File: src/rtl/dcache_cfg_pkg.sv
/*
 * Geometry of the data cache storage: set count, tag and line widths,
 * and the victim buffer depth. Imported by the type package and the RTL.
 */
package dcache_cfg_pkg;

	//////////////////////////////////////////////////////////////////////
	// set array
	//////////////////////////////////////////////////////////////////////

	localparam int DCACHE_IDX_BITS  = 3;                    // 8 sets
	localparam int DCACHE_TAG_BITS  = 8;                    // small, so lines collide often
	localparam int DCACHE_SETS      = 1 << DCACHE_IDX_BITS;
	localparam int DCACHE_DATA_BITS = 64;                   // one line

	//////////////////////////////////////////////////////////////////////
	// victim buffer
	//////////////////////////////////////////////////////////////////////

	localparam int VICTIM_ENTRIES   = 2;                    // one lru bit covers two slots

endpackage

File: src/rtl/dcache_types_pkg.sv
/*
 * Port types of the data cache: the per-array operation and the
 * index, tag and line vectors sized from the cache geometry.
 */
package dcache_types_pkg;

	import dcache_cfg_pkg::*;

	// operation on one set or on the victim buffer
	typedef enum logic [1:0] {
		op_idle,
		op_lookup,
		op_write
	} mem_op_e;

	// address split of a line
	typedef logic [DCACHE_IDX_BITS-1:0]  idx_t;
	typedef logic [DCACHE_TAG_BITS-1:0]  tag_t;

	// line payload
	typedef logic [DCACHE_DATA_BITS-1:0] line_t;

endpackage

File: src/rtl/evict_if.sv
`timescale 1ns/100ps
/*
 * One evicted line on its way from the set array to the victim buffer.
 * valid pulses for one cycle and the buffer takes the line at that edge.
 */
interface evict_if
	import dcache_types_pkg::*;
();

	logic  valid; // displaced line, taken at the edge
	tag_t  tag;
	idx_t  idx;   // set it came from
	line_t data;

	modport source (
		output valid,
		output tag,
		output idx,
		output data
	);

	modport sink (
		input valid,
		input tag,
		input idx,
		input data
	);

endinterface

File: src/rtl/dcache_set.sv
`timescale 1ns/100ps
/*
 * One two-way set with a single LRU bit. Lookup is combinational, a write
 * lands at the next edge and shows the line it displaces on evict_*.
 */
module dcache_set
	import dcache_types_pkg::*;
(
	input  logic    clock,
	input  logic    reset,
	input  mem_op_e op,
	input  tag_t    wr_tag,
	input  line_t   wr_data,
	input  tag_t    rd_tag,
	output line_t   rd_data,
	output logic    rd_hit,
	output logic    evict_valid,
	output tag_t    evict_tag,
	output line_t   evict_data
);

	tag_t       tags [2];
	line_t      data [2];
	logic [1:0] valids;
	logic       lru;      // way to replace next
	logic [1:0] rd_match;
	logic [1:0] wr_match;
	logic       hit_way;
	logic       wr_way;

	//////////////////////////////////////////////////////////////////////
	// tag compare
	//////////////////////////////////////////////////////////////////////

	always_comb begin
		for (int w = 0; w < 2; w++) begin
			rd_match[w] = valids[w] && (tags[w] == rd_tag);
			wr_match[w] = valids[w] && (tags[w] == wr_tag);
		end
	end

	assign hit_way = rd_match[1];
	assign rd_hit  = |rd_match;   // independent of op, the top decides
	assign rd_data = data[hit_way];

	// matching way, else free way, else lru way
	always_comb begin
		if (wr_match[0])
			wr_way = 1'b0;
		else if (wr_match[1])
			wr_way = 1'b1;
		else if (!valids[0])
			wr_way = 1'b0;
		else if (!valids[1])
			wr_way = 1'b1;
		else
			wr_way = lru;
	end

	// only a full set without a tag match can displace a line
	assign evict_valid = (op == op_write) && valids[wr_way] && !wr_match[wr_way];
	assign evict_tag   = tags[wr_way];
	assign evict_data  = data[wr_way];

	//////////////////////////////////////////////////////////////////////
	// state update
	//////////////////////////////////////////////////////////////////////

	always_ff @(posedge clock) begin
		if (reset) begin
			valids <= '0;
			lru    <= 1'b0;
		end else begin
			case (op)
				op_write: begin
					valids[wr_way] <= 1'b1;
					lru            <= ~wr_way; // written way is most recent
				end
				op_lookup: begin
					if (rd_hit)
						lru <= ~hit_way;
				end
				default: ;
			endcase
		end
	end

	always_ff @(posedge clock) begin
		if (op == op_write) begin
			tags[wr_way] <= wr_tag;
			data[wr_way] <= wr_data;
		end
	end

endmodule

File: src/rtl/dcache_victim.sv
`timescale 1ns/100ps
/*
 * Two-entry fully associative victim buffer. Lookup matches index and tag
 * in the same cycle, a hit or a core write frees the entry at the edge.
 */
module dcache_victim
	import dcache_cfg_pkg::*;
	import dcache_types_pkg::*;
(
	input  logic    clock,
	input  logic    reset,
	input  mem_op_e op,
	input  tag_t    tag,
	input  idx_t    idx,
	output line_t   rd_data,
	output logic    rd_hit,
	evict_if.sink   push
);

	idx_t                      ent_idx  [VICTIM_ENTRIES];
	tag_t                      ent_tag  [VICTIM_ENTRIES];
	line_t                     ent_data [VICTIM_ENTRIES];
	logic [VICTIM_ENTRIES-1:0] ent_valid;
	logic [VICTIM_ENTRIES-1:0] next_valid;
	logic [VICTIM_ENTRIES-1:0] match;
	logic [VICTIM_ENTRIES-1:0] drop;
	logic                      lru;       // oldest push
	logic                      hit_slot;
	logic                      push_slot;

	//////////////////////////////////////////////////////////////////////
	// lookup
	//////////////////////////////////////////////////////////////////////

	always_comb begin
		for (int s = 0; s < VICTIM_ENTRIES; s++) begin
			match[s] = ent_valid[s] && (ent_idx[s] == idx) && (ent_tag[s] == tag);
		end
	end

	assign hit_slot = match[1];
	assign rd_hit   = (op == op_lookup) && (|match);
	assign rd_data  = ent_data[hit_slot];

	// a lookup hit moves the line out, a write makes it stale
	assign drop = (op != op_idle) ? match : '0;

	//////////////////////////////////////////////////////////////////////
	// push placement
	//////////////////////////////////////////////////////////////////////

	always_comb begin
		if (|drop)
			push_slot = drop[1];   // reuse the slot freed now
		else if (!ent_valid[0])
			push_slot = 1'b0;
		else if (!ent_valid[1])
			push_slot = 1'b1;
		else
			push_slot = lru;
	end

	always_comb begin
		next_valid = ent_valid & ~drop;
		if (push.valid)
			next_valid[push_slot] = 1'b1;
	end

	always_ff @(posedge clock) begin
		if (reset) begin
			ent_valid <= '0;
			lru       <= 1'b0;
		end else begin
			ent_valid <= next_valid;
			if (push.valid)
				lru <= ~push_slot; // only a push ages the entries
		end
	end

	always_ff @(posedge clock) begin
		if (push.valid) begin
			ent_idx[push_slot]  <= push.idx;
			ent_tag[push_slot]  <= push.tag;
			ent_data[push_slot] <= push.data;
		end
	end

endmodule

File: src/rtl/dcachemem.sv
`timescale 1ns/100ps
/*
 * Data cache storage: eight two-way sets backed by a victim buffer.
 * Reads answer in the same cycle, all state changes land at the next edge.
 */
module dcachemem
	import dcache_cfg_pkg::*;
	import dcache_types_pkg::*;
(
	input  logic  clock,
	input  logic  reset,
	input  logic  en,
	input  logic  wr_en,
	input  tag_t  wr_tag,
	input  idx_t  wr_idx,
	input  line_t wr_data,
	input  tag_t  rd_tag,
	input  idx_t  rd_idx,
	output line_t rd_data,
	output logic  rd_valid
);

	mem_op_e                set_op [DCACHE_SETS];
	mem_op_e                acc_op;           // op of the one set accessed
	mem_op_e                victim_op;
	idx_t                   acc_idx;
	tag_t                   acc_tag;
	logic                   swap;             // victim hit moving back into its set
	line_t                  set_wr_data;
	line_t                  set_rd_data [DCACHE_SETS];
	logic [DCACHE_SETS-1:0] set_rd_hit;
	logic [DCACHE_SETS-1:0] set_evict_valid;
	tag_t                   set_evict_tag [DCACHE_SETS];
	line_t                  set_evict_data [DCACHE_SETS];
	logic                   set_hit;
	line_t                  victim_rd_data;
	logic                   victim_rd_hit;

	evict_if evict ();

	//////////////////////////////////////////////////////////////////////
	// operation steering
	//////////////////////////////////////////////////////////////////////

	assign acc_idx = wr_en ? wr_idx : rd_idx;
	assign acc_tag = wr_en ? wr_tag : rd_tag; // also the tag of a swap write
	assign set_hit = set_rd_hit[rd_idx];

	assign victim_op = !en ? op_idle : (wr_en ? op_write : op_lookup);

	// set is checked before the victim buffer
	always_comb begin
		acc_op = op_idle;
		swap   = 1'b0;
		if (en) begin
			if (wr_en) begin
				acc_op = op_write;
			end else if (!set_hit && victim_rd_hit) begin
				acc_op = op_write;
				swap   = 1'b1;
			end else begin
				acc_op = op_lookup;
			end
		end
	end

	assign set_wr_data = swap ? victim_rd_data : wr_data;

	//////////////////////////////////////////////////////////////////////
	// set array
	//////////////////////////////////////////////////////////////////////

	for (genvar s = 0; s < DCACHE_SETS; s++) begin : g_set
		assign set_op[s] = (acc_idx == idx_t'(s)) ? acc_op : op_idle;

		dcache_set set_i (
			.clock       (clock),
			.reset       (reset),
			.op          (set_op[s]),
			.wr_tag      (acc_tag),
			.wr_data     (set_wr_data),
			.rd_tag      (rd_tag),
			.rd_data     (set_rd_data[s]),
			.rd_hit      (set_rd_hit[s]),
			.evict_valid (set_evict_valid[s]),
			.evict_tag   (set_evict_tag[s]),
			.evict_data  (set_evict_data[s])
		);
	end

	// one set access per cycle, so at most one line leaves
	assign evict.valid = set_evict_valid[acc_idx];
	assign evict.tag   = set_evict_tag[acc_idx];
	assign evict.idx   = acc_idx;
	assign evict.data  = set_evict_data[acc_idx];

	//////////////////////////////////////////////////////////////////////
	// victim buffer
	//////////////////////////////////////////////////////////////////////

	dcache_victim victim_i (
		.clock   (clock),
		.reset   (reset),
		.op      (victim_op),
		.tag     (acc_tag),
		.idx     (acc_idx),
		.rd_data (victim_rd_data),
		.rd_hit  (victim_rd_hit),
		.push    (evict)
	);

	//////////////////////////////////////////////////////////////////////
	// read result
	//////////////////////////////////////////////////////////////////////

	assign rd_valid = en && !wr_en && (set_hit || victim_rd_hit);
	assign rd_data  = set_hit ? set_rd_data[rd_idx] : victim_rd_data;

endmodule

File: config.mk
export PLATFORM = sky130hd
export DESIGN_NAME = dcachemem
export DESIGN_NICKNAME = d
export VERILOG_FILES = /design/src/rtl/dcache_cfg_pkg.sv /design/src/rtl/dcache_types_pkg.sv /design/src/rtl/evict_if.sv /design/src/rtl/dcache_set.sv /design/src/rtl/dcache_victim.sv /design/src/rtl/dcachemem.sv
export SDC_FILE = /design/constraint.sdc
export NUM_CORES = 2
export LEC_CHECK = 0
export ABC_AREA = 1
export BUFFER_PORTS_ARGS = -buffer_cell sky130_fd_sc_hd__buf_4
export CAP_MARGIN = 20
export CORE_MARGIN = 3
export CORE_UTILIZATION = 50
export DETAILED_ROUTE_END_ITERATION = 8
export PLACE_DENSITY = 0.62
export REMOVE_ABC_BUFFERS = 1
export SLEW_MARGIN = 10
export SYNTH_ARGS = -nofsm -noshare
export SYNTH_HDL_FRONTEND = slang
export SYNTH_SLANG_ARGS = --single-unit
File: constraint.sdc
create_clock -name clock -period 6.6 [get_ports clock]
set_clock_uncertainty 0.05 [all_clocks]
set_input_delay 1.98 -clock clock [delete_from_list [all_inputs] [get_ports clock]]
set_output_delay 1.98 -clock clock [all_outputs]
set_load 0.02 [all_outputs]
# --- Yosys cells after proc, flatten, opt, wreduce, memory -nomap -nowiden ---
# Memory sizes are Yosys's and may differ from the RTL's.
# Index checks and enable logic that the tools add are counted.
word_totals:
  register_bits: 27
  ramBits: 1302
  input_bits: 90
  output_inout_bits: 65
  wordCells: 415
  memories: 19
op_classes:
  order_cmp: 22
  n_eq_ne: 68
  n_mux: 154
  bitwise: 30
  n_reduce_logical: 104
memory_table:
  columns: ["name", "words", "width", "rd", "rd_clocked_by_memory_dff", "wr", "line", "rtl"]
  rows:
  - ["g_set[0].set_i.data", 2, 64, 2, 0, 1, "dcache_set.sv:23", "line_t data [2];"]
  - ["g_set[1].set_i.data", 2, 64, 2, 0, 1, "dcache_set.sv:23", null]
  - ["g_set[2].set_i.data", 2, 64, 2, 0, 1, "dcache_set.sv:23", null]
  - ["g_set[3].set_i.data", 2, 64, 2, 0, 1, "dcache_set.sv:23", null]
  - ["g_set[4].set_i.data", 2, 64, 2, 0, 1, "dcache_set.sv:23", null]
  - ["g_set[5].set_i.data", 2, 64, 2, 0, 1, "dcache_set.sv:23", null]
  - ["13 more memories", null, null, null, null, null, null, null]
op_table:
  columns: ["cell", "count"]
  rows:
  - ["$bmux 64 s3", 2]
  - ["$mux 64", 6]
  - ["$eq 8x8->1", 34]
  - ["$mux 1", 107]
  - ["$logic_and 1x1->1", 65]
  - ["$mux 2", 15]
  - ["$bmux 8 s3", 1]
  - ["$mux 8", 3]
  - ["$reduce_or 2->1", 10]
  - ["$eq 2x1->1 const B", 9]
  - ["$lt 1x2->1 const B", 9]
  - ["$or 2x2->2", 9]
  - ["$reduce_bool 2->1", 9]
  - ["$not 1->1", 17]
  - ["$eq 2x2->1 const B", 8]
  - ["$ne 2x1->1 const B", 8]
  - ["$pmux 1 s2", 8]
  - ["$reduce_and 2->1", 8]
  - ["$eq 3x3->1 const B", 4]
  - ["$logic_not 1->1", 10]
  - ["$demux 1 s1", 9]
  - ["$ge 1x1->1 const B", 9]
  - ["$ge 4x4->1 const B", 2]
  - ["$lt 3x4->1 const B", 2]
  - ["10 further kinds", 14]

# --- Depth between registers and ports, before layout ---
logic_depth:
  word_depth: 18
  depth_mapped: 21
  ltp_nobuf: 18

# --- Cells and area by module ---
# From an unflattened synthesis, not the netlist that was laid out.
unflattened:
  cells_unflattened: 8457
  hier_area_um2: 72772.3
modules_own_cells:
  columns: ["mod", "instances", "cells_each", "area_per_inst_um2"]
  rows:
  - ["dcache_set (g_set[5].set_i ...)", 3, 672, 6720.2]
  - ["dcache_set (g_set[3].set_i ...)", 2, 742, 7186.9]
  - ["dcachemem", 1, 2429, 10958.0]
  - ["dcache_set (g_set[1].set_i)", 1, 658, 7043.0]
  - ["dcache_set (g_set[0].set_i)", 1, 741, 7024.2]
  - ["dcache_set (g_set[2].set_i)", 1, 741, 6993.0]
  - ["dcache_victim", 1, 388, 6219.7]

# --- Worst setup path after synthesis ---
# No wires, ideal clock.
synth_timing:
  kind: "in2out"
  start: "input port rd_tag[7]"
  end: "output port rd_data[0]"
  t_arrival_ps: 3957
  required_ps: 4570
  setup_slack_ps: 613
  stages: 12
  cell_sequence: "buf_2 -> clkbuf_1 -> o22ai_1 -> nor2_1 -> nand3_1 -> inv_1 -> clkbuf_1 -> clkbuf_1 -> o21ai_0 -> nand3_1 -> nand3_1 -> a31oi_1"
synth_via:
  elab_chain_len: 7
  elab_cells_between_ends: 58
synth_rtl:
  columns: ["item", "line", "rtl"]
  rows:
  - ["start: declaration", "dcachemem.sv:17", "input tag_t rd_tag,"]
  - ["$eq 8x8->1", "dcache_set.sv:37", "rd_match[w] = valids[w] && (tags[w] == rd_tag);"]
  - ["$logic_and 1x1->1", "dcache_set.sv:37", null]
  - ["$mem_v2 2x64", null, null]
  - ["$bmux 64 s3", "dcachemem.sv:117", "assign rd_data = set_hit ? set_rd_data[rd_idx] : victim_rd_data;"]
  - ["$mux 64 (implied by the code) (2 in a row)", "dcachemem.sv:117", null]
  - ["$mux 64 (*)", "dcachemem.sv:117", null]
  - ["end: declaration", "dcachemem.sv:19", "output line_t rd_data,"]
# Mark *: on every way between the ends. The rest lies on a longest branch, timed or not. The select of a mux whose other input is x is not followed.

# --- Final worst setup path ---
layout_timing:
  start: "input port rd_tag[0]"
  end: "output port rd_data[18]"
# Same word-level chain as after synthesis.

==> impl_metrics.json <==
{
  "status": "finished, final reports clean",
  "drive_above_1_share_pct": 10.0,
  "seqCellArea_mm2": 0.0396,
  "nets": 7130,
  "synth_edf_count": 1302,
  "synthFlopType": "edfxtp_1",
  "syn2layout_area_growth_pct": 14.5,
  "worst_pin_slew_ns": 1.20,
  "dpl.hpwl_mm": 143,
  "wirelength_mm": 245,
  "min_to": "g_set[1].set_i.valids[0]",
  "dieArea_mm2": 0.138,
  "start_util_pct": 50.5,
  "critPathLaunchType": "primary input",
  "fin_crit_ns": 6.50,
  "gp_congestion": 0.984,
  "syn_avg_cell_area_um2": 9.56,
  "grt_pass1_wl_mm": 353,
  "fmax_mhz": 154,
  "syn_inst": 6967,
  "dr_wl_met3_mm": 29.1,
  "fin_crit_sh_pct": 98.5,
  "r2r-end": "g_set[7].set_i.data[1][43]",
  "rows": 133,
  "hold_class": "reg -> reg",
  "timing.final.ws_setup_ns": 0.101,
  "cts-root-buf": "clkbuf_16",
  "leakagePower_nw": 29.0,
  "ys_seq_elements": 1329,
  "grt_antenna_before_repair": 5,
  "clk_path_buf_depth": 3,
  "cp_slowest_cell": "a31oi_2",
  "routed-wl-met2_mm": 110,
  "critPathArrivalTime_ns": 4.47,
  "critPathMaxStageDelay_ns": 0.28,
  "dp.cells": 8639,
  "reg2reg_depth": 18,
  "grt_max_degree": 114,
  "setup_tns_ns": 0,
  "insertedDiodeCount": 0,
  "ant_nets": 0,
  "max_slew_margin_pct": 19.9,
  "clk_pin_slew_worst_paths_ns": 0.06,
  "die_h_um": 371,
  "ys_seq_area_share_pct": 59.5,
  "netlist_area_mm2": 0.0666,
  "power.density_mw_per_mm2": 254,
  "async_flop_share_pct": 0,
  "fin_util_pct": 57.8,
  "yosys_warnings": 0,
  "final_common_cell": "edfxtp_1",
  "fillers": 11200,
  "hold_viol_final": 0,
  "drc": 0,
  "met1_length_mm": 94.6,
  "vias_per_cell": 6.32,
  "cts_made_buffers": 146,
  "dr.pass1.iters": 8,
  "layout_common_cells": "1302 x edfxtp_1, 1266 x nand2_1, 808 x a21oi_1",
  "crit_type": "in -> out",
  "path_max_fanout": 51,
  "cts_tree": "built",
  "vias": 56300,
  "crit_top_cell": "buf_4",
  "die_w_um": 371,
  "dr.max_layer_used": "met5",
  "setup_violations": 0,
  "synth_cell_type_count": 37,
  "multiInputGateArea_mm2": 0.0222,
  "worstHoldPathCells": 2,
  "io_pins": 155,
  "cp.required_ns": 4.57,
  "final_cells": 8911,
  "grt_usage_pct": 35.1,
  "drt_first_iter_violations": 7731,
  "grt_pass1_vias": 52700,
  "hold_start": "g_set[1].set_i.valids[0]",
  "coreArea_mm2": 0.132,
  "avgRoutedWirePerCell_um": 27.5,
  "drv_slew": 0,
  "h-tree-depth": 4,
  "overflow": 0,
  "port_buffers": 154,
  "cts_sinks": 1329,
  "r2r_start": "g_set[7].set_i.tags[1][7]",
  "place_ws_ns": 0.0541,
  "crit_path_end_kind": "output port",
  "insertion_delay_ns": 0.80,
  "drv_cap": 0,
  "ir_drop_v": 0.000288,
  "startpoint": "rd_tag[0]",
  "reg2reg_setup_slack_ns": 2.91,
  "worstPathCellList": "buf_4 -> inv_2 -> buf_4 -> or2_0 -> nand3_1 -> nor2_1 -> nand3_1 -> buf_4 -> inv_6 -> buf_12 -> o21ai_0 -> nand3_1 -> nand3_1 -> a31oi_2 -> buf_4 -> buf_4"
}
[what timing repair did]
action                     4_1_cts  5_1_grt
resized for setup                0       18
hold buffers                     0        0
buffers inserted                 0        6
setup endpoints to repair        0       62
[how the worst max path moves through the flow]
| stage | slack, ns | to |
|---|---|---|
| floorplan | -4.00 | rd_data[63] |
| global placement | 0.07 | rd_data[18] |
| detailed placement | 0.05 | rd_data[33] |
| CTS | 0.04 | rd_data[33] |
| global route | -0.03 | rd_data[18] |
| finish | 0.10 | rd_data[18] |
[kinds of logic (layout without fill, tap and decap cells)]
| group | Yosys count | count (layout) | share of synthesized area, % |
|---|---|---|---|
| compound gates | 2038 | 2038 | 16.8 |
| mux | 64 | 64 | 1.08 |
| xor+xnor | 61 | 61 | 0.802 |
| flops | 1329 | 1329 | 59.5 |
| buf+inv | 1256 | 1445 | 7.48 |
| simple gates | 2219 | 2219 | 14.4 |
[layout make-up]
type                    count  area share, %
clock buffers             177           5.01
multi-input cells        4382           29.1
flip-flops and latches   1329           51.9
clock inverters            87           1.09
repair buffers            428           6.06
well taps                1755           2.88
inverters                 753           3.89
[critical path: cells and delay by family]
kind	cells	cell delay (ns)
and+or+nand+nor	6	0.68
AOI/OAI and AO/OA	2	0.41
buffers and inverters	8	1.28
[layer usage]
metal / up-vias / global-route usage [%]
li1: 24900 / -
met1: 27100 / 48.0
met2: 3678 / 53.9
met3: 674 / 7.43
met4: 2 / 16.1
met5: - / 0
[state kept, by name, indices dropped and copies added (netlist names)]
signal	flops
victim_i.ent_valid	2
victim_i.ent_data	128
victim_i.ent_tag	16
g_set.set_i.valids	16
g_set.set_i.lru	8
g_set.set_i.tags	128
victim_i.ent_idx	6
victim_i.lru	1
g_set.set_i.data	1024
[stage by stage]
step | area (um^2) | hold slack, ns | power (W)
4_1_cts | 76100 | 0.478 | 0.0194
5_1_grt | 76300 | 0.508 | 0.0199
6_report | 76300 | 0.474 | 0.0194
3_5_place_dp | 71500 | 0.473 | 0.0114
3_3_place_gp | 71500 | 0.466 | 0.0114
2_1_floorplan | 64500 | 0.415 | 0.0105
[where the power goes]
part           switching [W]  internal [W]
sequential         0.0000237       0.00938
combinational        0.00133      0.000529
clock                0.00345       0.00464
total                0.00481        0.0146
[cell usage after synthesis (42+ instances only)]
cell / n / area (um^2)
clkbuf_1: 305 / 1140
o21ai_1: 107 / 536
nand3_1: 473 / 2370
xor2_1: 42 / 368
o21ai_0: 693 / 3470
nor2_1: 211 / 792
buf_1: 68 / 255
nand2_1: 1272 / 4770
o211ai_1: 347 / 2610
mux2_1: 60 / 676
a31oi_1: 64 / 400
buf_2: 105 / 526
edfxtp_1: 1302 / 39100
inv_1: 739 / 2770
nand4_1: 210 / 1310
a21oi_1: 808 / 4040
No activity file was read; power rests on OpenSTA's default activity.
